[config.mk]
export PLATFORM = sky130hd
export DESIGN_NAME = mesh_monitor_top
export DESIGN_NICKNAME = d
export VERILOG_FILES = /design/src/mesh_pkg.sv /design/src/console_arbiter.sv /design/src/console_capture.sv /design/src/eoc_tracker.sv /design/src/mesh_monitor_top.sv /design/src/sync_node.sv /design/src/sync_root.sv
export SDC_FILE = /design/constraint.sdc
export NUM_CORES = 1
export LEC_CHECK = 0
export ABC_AREA = 1
export BUFFER_PORTS_ARGS = -buffer_cell sky130_fd_sc_hd__buf_4
export CAP_MARGIN = 20
export CELL_PAD_IN_SITES_DETAIL_PLACEMENT = 1
export CELL_PAD_IN_SITES_GLOBAL_PLACEMENT = 1
export CORE_MARGIN = 2
export CORE_UTILIZATION = 35
export DETAILED_ROUTE_END_ITERATION = 6
export GPL_TIMING_DRIVEN = 0
export PLACE_DENSITY_LB_ADDON = 0.2
export SYNTH_ARGS = -nofsm -noshare
export SYNTH_HDL_FRONTEND = slang
export SYNTH_HIERARCHICAL = 1
export SYNTH_SLANG_ARGS = --single-unit
[constraint.sdc]
create_clock -name clk -period 6.62 [get_ports clk]
set_input_delay 1.324 -clock clk [delete_from_list [all_inputs] [get_ports clk]]
set_output_delay 1.324 -clock clk [all_outputs]
set_load 0.05 [all_outputs]
[src/mesh_pkg.sv]
`default_nettype none

package mesh_pkg;

  // Bus and payload widths
  typedef logic [31:0] addr_t;      // Tile write address
  typedef logic [7:0]  char_t;      // Console char, low byte of a write
  typedef logic [7:0]  exit_code_t; // Exit code of one tile
  typedef logic [63:0] cycle_t;     // Run-cycle count

  // Memory-mapped run control addresses
  localparam addr_t EXIT_ADDR  = 32'hFFFF_0000; // Exit code, shared by all tiles
  localparam addr_t STDIO_BASE = 32'hFFFF_0004; // Tile 0 console, tile k at +4k

  localparam char_t NEWLINE = 8'd10; // ASCII line feed

  // Root responder of the barrier tree
  typedef enum logic [1:0] {
    IDLE,    // Waiting for the tree-wide arrival
    RESPOND, // Wake is being registered
    HOLD     // Wake visible, new request ignored
  } root_state_t;

  // Console line arbiter
  typedef enum logic {
    SCAN,   // Looking for the next ready tile
    STREAM  // Emitting one line from the granted tile
  } arb_state_t;

endpackage

`default_nettype wire

[src/console_arbiter.sv]
`default_nettype none

// Round-robin merge of whole lines onto one console stream
module console_arbiter #(
  parameter int N_TILES = 4
) (
  input  logic                 clk,
  input  logic                 rst_i,
  input  logic [N_TILES-1:0]   line_ready_i,
  input  mesh_pkg::char_t      head_char_i [N_TILES],
  input  logic [N_TILES-1:0]   head_last_i,
  output logic [N_TILES-1:0]   pop_o,       // One-hot, head taken this cycle
  output logic                 con_valid_o,
  output logic [$clog2(N_TILES)-1:0] con_tile_o,
  output mesh_pkg::char_t      con_char_o,
  output logic                 con_last_o
);

  localparam int TILE_W = $clog2(N_TILES);

  mesh_pkg::arb_state_t state_q;
  logic [TILE_W-1:0]    grant_q;  // Tile being streamed
  logic [TILE_W-1:0]    last_q;   // Last tile served
  logic [TILE_W-1:0]    pick_idx;
  logic                 pick_found;

  // Next ready tile after the last one served
  always_comb begin
    pick_found = 1'b0;
    pick_idx   = '0;
    for (int i = 1; i <= N_TILES; i++) begin
      if (!pick_found && line_ready_i[(int'(last_q) + i) % N_TILES]) begin
        pick_found = 1'b1;
        pick_idx   = TILE_W'((int'(last_q) + i) % N_TILES);
      end
    end
  end

  always_ff @(posedge clk) begin
    if (rst_i) begin
      state_q <= mesh_pkg::SCAN;
      grant_q <= '0;
      last_q  <= TILE_W'(N_TILES - 1); // Tile 0 goes first
    end else begin
      case (state_q)
        mesh_pkg::SCAN: begin
          if (pick_found) begin
            grant_q <= pick_idx;
            state_q <= mesh_pkg::STREAM;
          end
        end
        mesh_pkg::STREAM: begin
          if (head_last_i[grant_q]) begin // Line end leaves the buffer now
            last_q  <= grant_q;
            state_q <= mesh_pkg::SCAN;
          end
        end
        default: state_q <= mesh_pkg::SCAN;
      endcase
    end
  end

  // Stream the granted head straight through
  always_comb begin
    pop_o = '0;
    if (state_q == mesh_pkg::STREAM) begin
      pop_o[grant_q] = 1'b1;
    end
  end

  assign con_valid_o = (state_q == mesh_pkg::STREAM);
  assign con_tile_o  = grant_q;
  assign con_char_o  = head_char_i[grant_q];
  assign con_last_o  = con_valid_o && head_last_i[grant_q];

  // Output tile, popped buffer and a pending line all agree
  a_grant_match : assert property (
    @(posedge clk) disable iff (rst_i)
    con_valid_o |-> (pop_o == (N_TILES'(1) << con_tile_o)) && line_ready_i[con_tile_o]
  ) else $error("console_arbiter: output tile differs from granted tile");

endmodule

`default_nettype wire

[src/console_capture.sv]
`default_nettype none

// Per-tile console buffer, releases characters once a line is complete
module console_capture #(
  parameter int TILE_ID    = 0,
  parameter int LINE_DEPTH = 16
) (
  input  logic            clk,
  input  logic            rst_i,
  input  logic            wr_valid_i,
  input  mesh_pkg::addr_t wr_addr_i,
  input  mesh_pkg::char_t wr_data_i,
  input  logic            pop_i,        // Arbiter takes the head entry
  output logic            line_ready_o, // At least one whole line buffered
  output mesh_pkg::char_t head_char_o,
  output logic            head_last_o,
  output logic            overflow_o    // Sticky, a write was dropped
);

  localparam int PTR_W = (LINE_DEPTH > 1) ? $clog2(LINE_DEPTH) : 1;
  localparam int CNT_W = $clog2(LINE_DEPTH + 1);
  // This tile's own console address
  localparam mesh_pkg::addr_t MY_ADDR = mesh_pkg::STDIO_BASE + mesh_pkg::addr_t'(4 * TILE_ID);

  mesh_pkg::char_t  char_mem [LINE_DEPTH]; // Character storage
  logic             last_mem [LINE_DEPTH]; // Line-end mark per entry
  logic [PTR_W-1:0] wr_ptr_q;
  logic [PTR_W-1:0] rd_ptr_q;
  logic [CNT_W-1:0] count_q;               // Entries held
  logic [CNT_W-1:0] lines_q;               // Complete lines held

  logic hit;
  logic full;
  logic push;
  logic push_last;
  logic pop_last;

  assign hit       = wr_valid_i && (wr_addr_i == MY_ADDR);
  assign full      = (count_q == CNT_W'(LINE_DEPTH));
  assign push      = hit && !full;
  // Newline ends a line, so does the write that fills the buffer
  assign push_last = (wr_data_i == mesh_pkg::NEWLINE) || (count_q == CNT_W'(LINE_DEPTH - 1));
  assign pop_last  = pop_i && last_mem[rd_ptr_q];

  // Character and line-end storage
  always_ff @(posedge clk) begin
    if (push) begin
      char_mem[wr_ptr_q] <= wr_data_i;
      last_mem[wr_ptr_q] <= push_last;
    end
  end

  always_ff @(posedge clk) begin
    if (rst_i) begin
      wr_ptr_q   <= '0;
      rd_ptr_q   <= '0;
      count_q    <= '0;
      lines_q    <= '0;
      overflow_o <= 1'b0;
    end else begin
      if (push) begin
        wr_ptr_q <= (wr_ptr_q == PTR_W'(LINE_DEPTH - 1)) ? '0 : wr_ptr_q + 1'b1;
      end
      if (pop_i) begin
        rd_ptr_q <= (rd_ptr_q == PTR_W'(LINE_DEPTH - 1)) ? '0 : rd_ptr_q + 1'b1;
      end
      count_q <= count_q + CNT_W'(push) - CNT_W'(pop_i);
      lines_q <= lines_q + CNT_W'(push && push_last) - CNT_W'(pop_last);
      if (hit && full) begin
        overflow_o <= 1'b1; // Char lost
      end
    end
  end

  assign line_ready_o = (lines_q != '0);
  assign head_char_o  = char_mem[rd_ptr_q]; // Oldest entry
  assign head_last_o  = last_mem[rd_ptr_q];

  // Arbiter may only pop what is buffered
  a_no_pop_empty : assert property (
    @(posedge clk) disable iff (rst_i)
    pop_i |-> (count_q != '0)
  ) else $error("console_capture %0d: pop on empty buffer", TILE_ID);

endmodule

`default_nettype wire

[src/eoc_tracker.sv]
`default_nettype none

// Exit code collection, all-done flag and run-cycle counter
module eoc_tracker #(
  parameter int N_TILES = 4
) (
  input  logic                 clk,
  input  logic                 rst_i,
  input  logic [N_TILES-1:0]   wr_valid_i,
  input  mesh_pkg::addr_t      wr_addr_i [N_TILES],
  input  mesh_pkg::char_t      wr_data_i [N_TILES],
  output mesh_pkg::exit_code_t exit_codes_o [N_TILES],
  output logic                 all_done_o,
  output mesh_pkg::cycle_t     cycles_o
);

  logic [N_TILES-1:0] reported_q; // Tile has sent its exit code

  for (genvar t = 0; t < N_TILES; t++) begin : gen_tile
    logic exit_hit;

    // Only the first exit write of a tile counts
    assign exit_hit = wr_valid_i[t] && (wr_addr_i[t] == mesh_pkg::EXIT_ADDR) && !reported_q[t];

    always_ff @(posedge clk) begin
      if (rst_i) begin
        reported_q[t]   <= 1'b0;
        exit_codes_o[t] <= '0;
      end else if (exit_hit) begin
        reported_q[t]   <= 1'b1;
        exit_codes_o[t] <= mesh_pkg::exit_code_t'(wr_data_i[t]);
      end
    end
  end

  // High the cycle after the final report
  assign all_done_o = &reported_q;

  always_ff @(posedge clk) begin
    if (rst_i) begin
      cycles_o <= '0;
    end else if (!all_done_o) begin
      cycles_o <= cycles_o + 1'b1; // Frozen once everyone is done
    end
  end

endmodule

`default_nettype wire

[src/mesh_monitor_top.sv]
`default_nettype none

// Mesh run monitor, barrier tree, console path and end-of-computation
module mesh_monitor_top #(
  parameter int N_TILES    = 4,
  parameter int LINE_DEPTH = 16
) (
  input  logic                  clk,
  input  logic                  rst_i,
  // Tile write buses
  input  logic [N_TILES-1:0]    wr_valid_i,
  input  mesh_pkg::addr_t       wr_addr_i [N_TILES],
  input  mesh_pkg::char_t       wr_data_i [N_TILES],
  // Barrier pairs
  input  logic [N_TILES-1:0]    sync_i,
  output logic [N_TILES-1:0]    wake_o,
  // Console output
  output logic                  con_valid_o,
  output logic [$clog2(N_TILES)-1:0] con_tile_o,
  output mesh_pkg::char_t       con_char_o,
  output logic                  con_last_o,
  // Status
  output logic [N_TILES-1:0]    overflow_o,
  output logic                  all_done_o,
  output mesh_pkg::exit_code_t  exit_codes_o [N_TILES],
  output mesh_pkg::cycle_t      cycles_o
);

  logic [1:0]            leaf_sync; // Leaf requests to the upper node
  logic [1:0]            leaf_wake;
  logic                  top_sync;  // Upper node to root
  logic                  root_wake;
  logic [N_TILES-1:0]    line_ready;
  mesh_pkg::char_t       head_char [N_TILES];
  logic [N_TILES-1:0]    head_last;
  logic [N_TILES-1:0]    pop;

  // Two leaves, two tiles each
  for (genvar l = 0; l < 2; l++) begin : gen_leaf
    sync_node u_leaf (
      .clk          (clk),
      .rst_i        (rst_i),
      .child_sync_i (sync_i[2*l+1:2*l]),
      .wake_i       (leaf_wake[l]),
      .sync_o       (leaf_sync[l]),
      .child_wake_o (wake_o[2*l+1:2*l])
    );
  end

  sync_node u_top_node (
    .clk          (clk),
    .rst_i        (rst_i),
    .child_sync_i (leaf_sync),
    .wake_i       (root_wake),
    .sync_o       (top_sync),
    .child_wake_o (leaf_wake)
  );

  sync_root u_root (
    .clk    (clk),
    .rst_i  (rst_i),
    .sync_i (top_sync),
    .wake_o (root_wake)
  );

  // One console buffer per tile
  for (genvar t = 0; t < N_TILES; t++) begin : gen_cap
    console_capture #(
      .TILE_ID    (t),
      .LINE_DEPTH (LINE_DEPTH)
    ) u_cap (
      .clk          (clk),
      .rst_i        (rst_i),
      .wr_valid_i   (wr_valid_i[t]),
      .wr_addr_i    (wr_addr_i[t]),
      .wr_data_i    (wr_data_i[t]),
      .pop_i        (pop[t]),
      .line_ready_o (line_ready[t]),
      .head_char_o  (head_char[t]),
      .head_last_o  (head_last[t]),
      .overflow_o   (overflow_o[t])
    );
  end

  console_arbiter #(
    .N_TILES (N_TILES)
  ) u_arb (
    .clk          (clk),
    .rst_i        (rst_i),
    .line_ready_i (line_ready),
    .head_char_i  (head_char),
    .head_last_i  (head_last),
    .pop_o        (pop),
    .con_valid_o  (con_valid_o),
    .con_tile_o   (con_tile_o),
    .con_char_o   (con_char_o),
    .con_last_o   (con_last_o)
  );

  eoc_tracker #(
    .N_TILES (N_TILES)
  ) u_eoc (
    .clk          (clk),
    .rst_i        (rst_i),
    .wr_valid_i   (wr_valid_i),
    .wr_addr_i    (wr_addr_i),
    .wr_data_i    (wr_data_i),
    .exit_codes_o (exit_codes_o),
    .all_done_o   (all_done_o),
    .cycles_o     (cycles_o)
  );

endmodule

`default_nettype wire

[src/sync_node.sv]
`default_nettype none

// Barrier tree node, merges two children into one request
module sync_node (
  input  logic       clk,
  input  logic       rst_i,
  input  logic [1:0] child_sync_i, // One-cycle request per child
  input  logic       wake_i,       // Wake from the parent
  output logic       sync_o,       // Registered request to the parent
  output logic [1:0] child_wake_o  // Registered wake to both children
);

  logic [1:0] arrived_q; // One flag per child
  logic [1:0] arrived_d;

  // Flags including the requests of this cycle
  assign arrived_d = arrived_q | child_sync_i;

  always_ff @(posedge clk) begin
    if (rst_i) begin
      arrived_q    <= '0;
      sync_o       <= 1'b0;
      child_wake_o <= '0;
    end else begin
      // Pulse only on the edge where the second child lands
      sync_o       <= (&arrived_d) & ~(&arrived_q);
      child_wake_o <= {2{wake_i}}; // Fan the wake out to both sides
      if (wake_i) begin
        arrived_q <= '0; // Barrier released, start over
      end else begin
        arrived_q <= arrived_d;
      end
    end
  end

  // A child has to wait for its wake before it may request again
  for (genvar c = 0; c < 2; c++) begin : gen_chk
    a_no_rerequest : assert property (
      @(posedge clk) disable iff (rst_i)
      child_sync_i[c] |-> !arrived_q[c]
    ) else $error("sync_node: child %0d requested twice before wake", c);
  end

endmodule

`default_nettype wire

[src/sync_root.sv]
`default_nettype none

// Root responder, answers a tree-wide arrival with one wake pulse
module sync_root (
  input  logic clk,
  input  logic rst_i,
  input  logic sync_i, // Request from the top node
  output logic wake_o  // Registered wake pulse
);

  mesh_pkg::root_state_t state_q;

  always_ff @(posedge clk) begin
    if (rst_i) begin
      state_q <= mesh_pkg::IDLE;
      wake_o  <= 1'b0;
    end else begin
      wake_o <= (state_q == mesh_pkg::RESPOND); // One cycle after the request
      case (state_q)
        mesh_pkg::IDLE: begin
          if (sync_i) begin
            state_q <= mesh_pkg::RESPOND;
          end
        end
        mesh_pkg::RESPOND: state_q <= mesh_pkg::HOLD;
        mesh_pkg::HOLD:    state_q <= mesh_pkg::IDLE; // Request here is not taken
        default:           state_q <= mesh_pkg::IDLE;
      endcase
    end
  end

  // Wake is a single-cycle event for the whole tree
  a_wake_single : assert property (
    @(posedge clk) disable iff (rst_i)
    wake_o |=> !wake_o
  ) else $error("sync_root: wake held for two cycles");

endmodule

`default_nettype wire

==> impl_metrics.ini <==
[global_routing]
grt_pass1_vias = 29400
grt_max_degree = 37
grt_pass1_wl_um = 180000
gr-total-overflow = 0
grtUsageTotal_pct = 22.3
antenna_found_initial = 4

[clock_network]
insertion_delay_ps = 670
htreeDepth = 3
numClockSinks = 788
cts_tree = built
cts_resized = 0
cts-root-buf = clkbuf_16
cts_hold_buffers = 0
cts_buffer_depth = 3
numCtsBuffers = 91
post_cts_buffers = 0
clkTransAtPathRegs_ps = 60

[detailed_routing]
routedWlPerCell_um = 21.4
firstDrtPassIters = 5
dr_total_vias = 28800
avgViaCountPerCell = 5.15
drt_iter0_drc = 2098
wl_um = 120000
antenna_left = 0
drc_errors = 0

[setup_path]
cp_max_fo = 10
cp_data_arrival_time_ps = 3400
worstSetupStartpointType = register
end_kind = output port
required_ps = 5300
rrSetupSlack_ps = 3320
path_class = reg2out

[finish]
fillers = 11700
final_common_cell = nor2_1
layout-drive-gt1-share_pct = 16.0
fin_nets = 4385
ff_latch_area_sq_um = 21500
final_cell_mix = nor2_1 (811), edfxtp_1 (576), nand2_1 (429)
multi_input_area_sq_um = 12700
layout.cells.non_filler = 5583
syn2layout_area_growth_pct = 20.7
fin_util_pct = 42.6

[sta]
rsz0062_at_grt = false
finalCritPeriodShare_pct = 71.3
maxSlewHeadroom_pct = 22.4
worst_pin_slew_ps = 1160
hold_violations = 0
fin_skew_ps = 30.0
fmax_ghz = 0.212
period_needed_ps = 4720
setup_tns_ps = 0
slew_viol_final = 0
finalSetupViolations = 0

[synth]
synth-simple-area-share_pct = 20.5
synth_ff_type = edfxtp_1
synth_top_family_by_area = simple AND/OR/NAND/NOR gates
async_flop_share_pct = 0
ys_seq_elements = 788
synth_compound_area_share_pct = 10.5
synth_cells = 3715
synth_cell_types = 55
syn_area_per_cell_sq_um = 9.69
synth_fa_ha_area_share_pct = 2.98
yosysWarnings = 6
synth.mux.area_fraction_pct = 0
yosysSeqAreaShare_pct = 59.9
synth_xor_area_share_pct = 0.828
synth.net_count = 3966
syn_area_sq_um = 36000
synth_edf_count = 576

[pwr]
power_density_nw_per_um2 = 311
pwr-share-seq_pct = 40.8
clkPwrFrac_pct = 37.3
pwr-share-comb_pct = 21.9
switching_power_uw = 4290
p_int_uw = 9210
p_leak_uw = 0.0159
p_sw_share_pct = 31.8
irDropWorstVdd_uv = 220

[place]
io_buffers = 286
place_congestion = 0.861
placed_cells = 5402
dp_hpwl_um = 86900

[min_path]
hp-class = reg2reg
hold_path_startpoint = u_top_node/sync_o

[floorplanning]
io_pins = 287
core.rowCount = 117
die_area_sq_um = 105000
dieWidth_um = 325
coreArea_sq_um = 102000
start_util_pct = 35.3
die_h_um = 325

[flow_run]
max_cap_violations = 0

[status]
status = finished, final reports clean
final cells by class:
type | instances | share of cell area (%)
antenna | 6 | 0.0346
inverter | 345 | 3.00
tap | 1368 | 3.94
multi-input combinational | 2450 | 29.2
timing repair buffer | 326 | 5.84
clock inverter | 53 | 1.34
clock buffer | 115 | 5.56
sequential | 788 | 49.6
buffer | 132 | 1.46
worst paths after layout:
check                                endpoint  cells past startpoint
setup / recovery                con_char_o[4]                     10
setup reg to reg  gen_cap[2].u_cap/lines_q[4]                     12
hold / removal              u_root/state_q[0]                      2
hold reg to reg             u_root/state_q[0]                      2
layer usage:
metal  wire length, um  GRT usage (%)  up-vias
li1                  -              -    13600
met1             52900           30.0    14200
met2             55500           36.5      797
met3              7960           3.93      157
met4              3400           7.13        0
met5                 0              0        -
synthesized netlist by cell type (7+ instances only):
| master | n | share of area, % |
|---|---|---|
| a21oi_1 | 88 | 1.2 |
| a22oi_1 | 8 | 0.17 |
| buf_2 | 32 | 0.45 |
| buf_4 | 10 | 0.21 |
| buf_6 | 8 | 0.25 |
| clkbuf_1 | 76 | 0.79 |
| clkinv_1 | 7 | 0.073 |
| dfxtp_1 | 212 | 12 |
| edfxtp_1 | 576 | 48 |
| fa_1 | 8 | 0.45 |
| ha_1 | 73 | 2.5 |
| inv_1 | 321 | 3.3 |
| inv_2 | 14 | 0.15 |
| nand2_1 | 429 | 4.5 |
| nand2_2 | 22 | 0.38 |
| nand2_4 | 8 | 0.25 |
| nand3_1 | 178 | 2.5 |
| nand4_1 | 76 | 1.3 |
| nor2_1 | 811 | 8.5 |
| nor2_2 | 33 | 0.57 |
| nor2_4 | 15 | 0.47 |
| nor3_1 | 69 | 0.96 |
| o211ai_1 | 95 | 2.0 |
| o21ai_0 | 360 | 5.0 |
| o21ai_1 | 22 | 0.31 |
| o221ai_1 | 43 | 1.0 |
| o22ai_1 | 23 | 0.40 |
| xnor2_1 | 10 | 0.24 |
| xor2_1 | 24 | 0.58 |
flip-flops by register name (all words and copies together), names as in the netlist, named ones only:
name	count
gen_cap.u_cap/char_mem	512
gen_cap.u_cap/count_q	20
gen_cap.u_cap/last_mem	64
gen_cap.u_cap/lines_q	20
gen_cap.u_cap/overflow_o	4
gen_cap.u_cap/rd_ptr_q	16
gen_cap.u_cap/wr_ptr_q	16
gen_leaf.u_leaf/arrived_q	4
gen_leaf.u_leaf/child_wake_o	2
gen_leaf.u_leaf/sync_o	2
u_arb/con_tile_o	2
u_arb/con_valid_o	1
u_arb/last_q	2
u_eoc/cycles_o	64
u_eoc/exit_codes_o	32
u_eoc/reported_q	4
u_root/state_q	2
u_root/wake_o	1
u_top_node/arrived_q	2
u_top_node/child_wake_o	1
u_top_node/sync_o	1
logic make-up (layout without fill, tap and decap cells):
| kind of cell | count (synthesis) | after routing |
|---|---|---|
| buffers and inverters | 477 | 971 |
| flip-flops | 788 | 788 |
| XOR/XNOR | 34 | 34 |
| other | 0 | 6 |
| adder cells (fa/ha/maj) | 81 | 81 |
| AND/OR/NAND/NOR | 1680 | 1680 |
| AO/OA/AOI/OAI | 655 | 655 |
metrics by stage:
| stage | total power, uW | hold slack, ps | instance area, sq um | setup slack, ps |
|---|---|---|---|---|
| after floorplan | 7420 | 407 | 36000 | 2360 |
| after global placement | 8480 | 423 | 39800 | 1070 |
| after detailed placement | 8550 | 424 | 40400 | 2100 |
| after CTS | 13600 | 434 | 43400 | 1910 |
| after global routing | 14100 | 456 | 43400 | 1810 |
| final | 13500 | 432 | 43400 | 1900 |
power groups by stage:
| stage | Combinational (uW) | Sequential [uW] | Clock, uW |
|---|---|---|---|
| floorplan | 1810 | 5610 | 0 |
| global placement | 2870 | 5610 | 0 |
| detailed placement | 2940 | 5610 | 0 |
| CTS | 2960 | 5510 | 5150 |
| global route | 3230 | 5520 | 5340 |
| finish | 2950 | 5510 | 5040 |
critical path: stages (launching register included):
cell      delay [ps]
dfxtp_1          450
buf_2            330
buf_4            270
nor2_1            70
o21ai_0          110
o211ai_1         170
o211ai_1         190
nand2_1          210
a22oi_1          410
nand3_1          260
buf_4            260
(Power assumes the default switching activity.)
